===== config.mk =====
export PLATFORM = sky130hd
export DESIGN_NAME = host_regs
export DESIGN_NICKNAME = d
export VERILOG_FILES = /design/src/common/rv_pkg.sv /design/src/hdl/host_regs.sv
export SDC_FILE = /design/constraint.sdc
export NUM_CORES = 1
export LEC_CHECK = 0
export BUFFER_PORTS_ARGS = -buffer_cell sky130_fd_sc_hd__buf_2
export CAP_MARGIN = 10
export CELL_PAD_IN_SITES_DETAIL_PLACEMENT = 0
export CELL_PAD_IN_SITES_GLOBAL_PLACEMENT = 1
export CORE_MARGIN = 2
export CORE_UTILIZATION = 29
export CTS_CLUSTER_SIZE = 40
export DETAILED_ROUTE_END_ITERATION = 6
export PLACE_DENSITY = 0.89
export SYNTH_ARGS = -nofsm -noshare
export SYNTH_HDL_FRONTEND = slang
export SYNTH_SLANG_ARGS = --single-unit

===== constraint.sdc =====
create_clock -name clk -period 2.32 [get_ports clk]
set_input_delay 0.348 -clock clk [delete_from_list [all_inputs] [get_ports clk]]
set_output_delay 0.348 -clock clk [all_outputs]
set_load 0.01 [all_outputs]

===== src/common/rv_pkg.sv =====
package rv_pkg;

    // widths and memory sizes
    localparam int xlen       = 32;
    localparam int reg_addr_w = 5;
    localparam int imem_words = 1024;
    localparam int dmem_words = 1024;
    localparam int imem_aw    = $clog2(imem_words);
    localparam int dmem_aw    = $clog2(dmem_words);

    // host address map, byte offsets on the APB side
    localparam logic [15:0] imem_base   = 16'h0000;
    localparam logic [15:0] addr_ctrl   = 16'h1000;
    localparam logic [15:0] addr_status = 16'h1004;
    localparam logic [15:0] addr_tohost = 16'h1008;

    // addi x0, x0, 0
    localparam logic [xlen-1:0] nop_instr  = 32'h0000_0013;
    localparam logic [11:0]     csr_tohost = 12'h51e;

    typedef enum logic [6:0] {
        opc_op     = 7'b0110011,
        opc_op_imm = 7'b0010011,
        opc_lui    = 7'b0110111,
        opc_jal    = 7'b1101111,
        opc_branch = 7'b1100011,
        opc_load   = 7'b0000011,
        opc_store  = 7'b0100011,
        opc_system = 7'b1110011
    } opcode_e;

    typedef enum logic [3:0] {
        alu_add, alu_sub, alu_and, alu_or, alu_xor,
        alu_slt, alu_sll, alu_srl, alu_pass_b
    } alu_op_e;

    typedef enum logic {
        fwd_reg,
        fwd_wb
    } fwd_sel_e;

    typedef enum logic [1:0] {
        wb_alu,
        wb_load,
        wb_pc4
    } wb_sel_e;

    typedef struct packed {
        logic        psel;
        logic        penable;
        logic        pwrite;
        logic [15:0] paddr;
        logic [31:0] pwdata;
    } apb_req_t;

    typedef struct packed {
        logic [31:0] prdata;
        logic        pready;
        logic        pslverr;
    } apb_rsp_t;

    typedef struct packed {
        alu_op_e  alu_op;
        logic     use_imm;
        logic     use_pc;
        logic     is_branch;
        logic     branch_ne;
        logic     is_jal;
        logic     mem_write;
        logic     csr_write;
        fwd_sel_e fwd_a;
        fwd_sel_e fwd_b;
    } ex_ctrl_t;

    typedef struct packed {
        logic               valid;
        logic [imem_aw-1:0] idx;
        logic [xlen-1:0]    data;
    } imem_wr_t;

endpackage


===== src/hdl/host_regs.sv =====
`timescale 1ns/1ps

module host_regs (
    input  logic                    clk,
    input  logic                    rst_n,
    input  rv_pkg::apb_req_t        apb_req,
    output rv_pkg::apb_rsp_t        apb_rsp,
    output rv_pkg::imem_wr_t        imem_wr,
    output logic                    run,
    output logic                    start,
    input  logic                    tohost_we,
    input  logic [rv_pkg::xlen-1:0] tohost_data
);
    import rv_pkg::*;

    logic            access;
    logic            is_imem;
    logic            is_ctrl;
    logic            is_status;
    logic            is_tohost;
    logic            slv_err;
    logic            ctrl_wr;
    logic            run_q;
    logic            done_q;
    logic            start_q;
    logic [xlen-1:0] tohost_q;
    logic [15:0]     imem_off;

    assign access    = apb_req.psel && apb_req.penable;
    assign imem_off  = apb_req.paddr - imem_base;
    assign is_imem   = imem_off < (addr_ctrl - imem_base);
    assign is_ctrl   = apb_req.paddr == addr_ctrl;
    assign is_status = apb_req.paddr == addr_status;
    assign is_tohost = apb_req.paddr == addr_tohost;

    // unmapped, program load while running, or write to a read-only register
    assign slv_err = !(is_imem || is_ctrl || is_status || is_tohost) ||
                     (apb_req.pwrite && is_imem && run_q) ||
                     (apb_req.pwrite && (is_status || is_tohost));

    assign ctrl_wr = access && apb_req.pwrite && is_ctrl;

    always_comb begin
        apb_rsp.pready  = 1'b1;
        apb_rsp.pslverr = access && slv_err;
        if (is_ctrl) begin
            apb_rsp.prdata = {31'b0, run_q};
        end else if (is_status) begin
            apb_rsp.prdata = {31'b0, done_q};
        end else if (is_tohost) begin
            apb_rsp.prdata = tohost_q;
        end else begin
            apb_rsp.prdata = '0;
        end
    end

    assign imem_wr.valid = access && apb_req.pwrite && is_imem && !run_q;
    assign imem_wr.idx   = imem_off[imem_aw+1:2];
    assign imem_wr.data  = apb_req.pwdata;

    always_ff @(posedge clk) begin
        if (!rst_n) begin
            run_q    <= 1'b0;
            done_q   <= 1'b0;
            start_q  <= 1'b0;
            tohost_q <= '0;
        end else begin
            start_q <= 1'b0;
            if (ctrl_wr && apb_req.pwdata[0] && !run_q) begin
                run_q    <= 1'b1;
                start_q  <= 1'b1;
                done_q   <= 1'b0;
                tohost_q <= '0;
            end else if (ctrl_wr && !apb_req.pwdata[0]) begin
                run_q <= 1'b0;
            end
            // program finished
            if (tohost_we) begin
                tohost_q <= tohost_data;
                done_q   <= 1'b1;
                run_q    <= 1'b0;
            end
        end
    end

    assign run   = run_q;
    assign start = start_q;

    a_penable_needs_psel: assert property (@(posedge clk) disable iff (!rst_n)
        apb_req.penable |-> apb_req.psel);

endmodule


==> results.cfg <==
[clock_network]
cts_buffers = 5
clk_pin_slew_ns = 0.07
cts_root_buffer = clkbuf_8
clock_latency_ns = 0.28
cts.repair.resized = 0
htreeDepth = 2
holdBufCountCts = 0
cts_setup_buffers = 0
tritoncts = built
cts.sinks = 35
cts_buffer_depth = 2

[detailed_routing]
ant_nets = 0
drc_errors = 0
drt_wl_total_um = 5460
wl_per_cell_um = 13.0
viasPerCell = 4.75
dr.first_iter.drc_count = 45
vias = 1991
dr.pass1.iters = 6

[power_and_ir_drop]
totalPowerFinal_mw = 1.35
ir_worst_vdd_v = 0.000250
p_switching_uw = 320
p_sw_frac = 0.238
pwr-share-seq = 0.484
power.share.clock = 0.389
powerDensity_nw_per_um2 = 522
internal-power_mw = 1.03
leakage_nw = 1.24
comb_power_share = 0.127

[sta]
fin_tns_setup_ns = 0
worst_clock_skew_ns = 0.00592
post-route-period-util = 0.847
rsz0062_at_grt = no
timing.fmax_ghz = 0.509
whs_ns = 0.316
hold_violations = 0
setup_violations = 0
finalMaxSlewViolations = 0
period_needed_ns = 1.96
tightest_slew_ns = 0.528
maxSlewHeadroom = 0.646

[floorplanning]
fp.dieW_um = 91.4
die-area_um2 = 8350
rows = 31
die_h_um = 91.4
ioPinCount = 165
coreArea_um2 = 7330
initial_core_util = 0.302

[yosys]
yosys_warnings = 0
ys.flop_type = dfxtp_1
syn_area_um2 = 2210
syn_nets = 353
async_flop_share = 0
synth_edf_count = 0
yosysSeqAreaShare = 0.316
avgSynthCellArea_um2 = 8.29
ys_ff_latch = 35
synth_cells = 267
synth_cell_types = 28

[run]
cap_viol_max_count = 0

[final_layout]
mostFrequentLayoutCells = buf_2, nand2_1, dfxtp_1
layout_commonest_cell = buf_2
drive_above_1_share = 0.450
fin_nets = 406
fillers = 804
diodes = 0
fin_cells = 419
area_growth_pct = 16.3

[setup_path]
crit_top_cell = buf_2
cp-end-kind = output port
startpoint_type = primary input
cp.arrival_ns = 1.62
critPathMaxStageDelay_ns = 0.29
critPathKind = primary input to output port
path_max_fanout = 16
cp_cell_sequence = buf_2 -> nor4b_1 -> nand4_1 -> nor2_2 -> buf_4 -> and2_1 -> buf_2
critical-path-slowest-cell = nor4b_1
cp_data_required_time_ns = 1.97

[global_route]
antenna_found_initial = 0
grt_pass1_wl_um = 9150
grt_use_total = 0.130
grt.overflow.total = 0
grt_max_degree = 35
grt_pass1_vias = 1995

[status]
outcome = complete, no violations

[hold_path]
hold_path_class = primary input to flop

[place]
place_hpwl_um = 4010
numPortBuffers = 101
place_inst = 412
place_congestion = 0.670
-- cells by family after synthesis --
group,synth area share
DFF,0.316
buffers and inverters,0.202
and+or+nand+nor,0.219
AOI/OAI and AO/OA,0.261
other,0.00169
-- final timing paths --
path	startpoint	endpoint	depth (start not counted)	slack (ns)
worst max-delay path	apb_req[40]	apb_rsp[25]	7	0.36
worst min-delay path	tohost_data[6]	tohost_q[6]	3	0.32
worst max register to register	run	tohost_q[27]	5	0.88
worst min register to register	tohost_q[10]	tohost_q[10]	2	0.46
-- metrics by stage --
| step | utilization | worst slack (ns) | area, um^2 |
|---|---|---|---|
| 6_report | 0.351 | 0.355 | 2580 |
| 3_3_place_gp | 0.337 | 0.327 | 2470 |
| 3_5_place_dp | 0.337 | 0.340 | 2470 |
| 4_1_cts | 0.351 | 0.327 | 2580 |
| 5_1_grt | 0.351 | 0.170 | 2580 |
| 2_1_floorplan | - | 0.643 | 2210 |
-- power groups by stage --
stage | Clock (mW) | Sequential, mW | Combinational [mW]
final | 0.524 | 0.651 | 0.171
after global routing | 0.570 | 0.654 | 0.192
after CTS | 0.547 | 0.651 | 0.173
after detailed placement | 0 | 0.664 | 0.173
after global placement | 0 | 0.663 | 0.170
after floorplan | 0 | 0.659 | 0.161
-- state kept, by name, summed over array words and instances (netlist names) --
signal / flops
run: 1
start: 1
done_q: 1
tohost_q: 32
-- metal layers --
layer  up-vias  track usage  share of wire
li1        976            -              -
met1       915        0.155           0.44
met2        89        0.221           0.47
met3        11       0.0349          0.067
met4         0       0.0518          0.016
met5         -            0              0
-- critical path: cells and delay by family --
kind / cells / cell delay (ns)
and+or+nand+nor: 4 / 0.82
buffers and inverters: 3 / 0.45
-- cell usage after synthesis, types with 4 or more instances --
cell / instances / area share
a21oi_1: 33 / 0.075
and2_1: 32 / 0.090
buf_2: 10 / 0.023
buf_4: 43 / 0.15
clkbuf_1: 7 / 0.012
dfxtp_1: 35 / 0.32
nand2_1: 35 / 0.059
nor2_1: 5 / 0.0085
nor3_1: 4 / 0.0090
nor4_1: 4 / 0.011
o211ai_1: 6 / 0.020
o211ai_2: 26 / 0.15
-- layout make-up --
| class | count | area (um^2) | area share |
|---|---|---|---|
| multi-input cells | 165 | 1070 | 0.415 |
| well taps | 99 | 124 | 0.0481 |
| inverters | 4 | 15.0 | 0.00583 |
| clock buffers | 6 | 72.6 | 0.0282 |
| flip-flops and latches | 35 | 701 | 0.272 |
| clock inverters | 1 | 30.0 | 0.0117 |
| repair buffers | 109 | 566 | 0.220 |
Note: power is estimated with default switching activity, not from simulation.
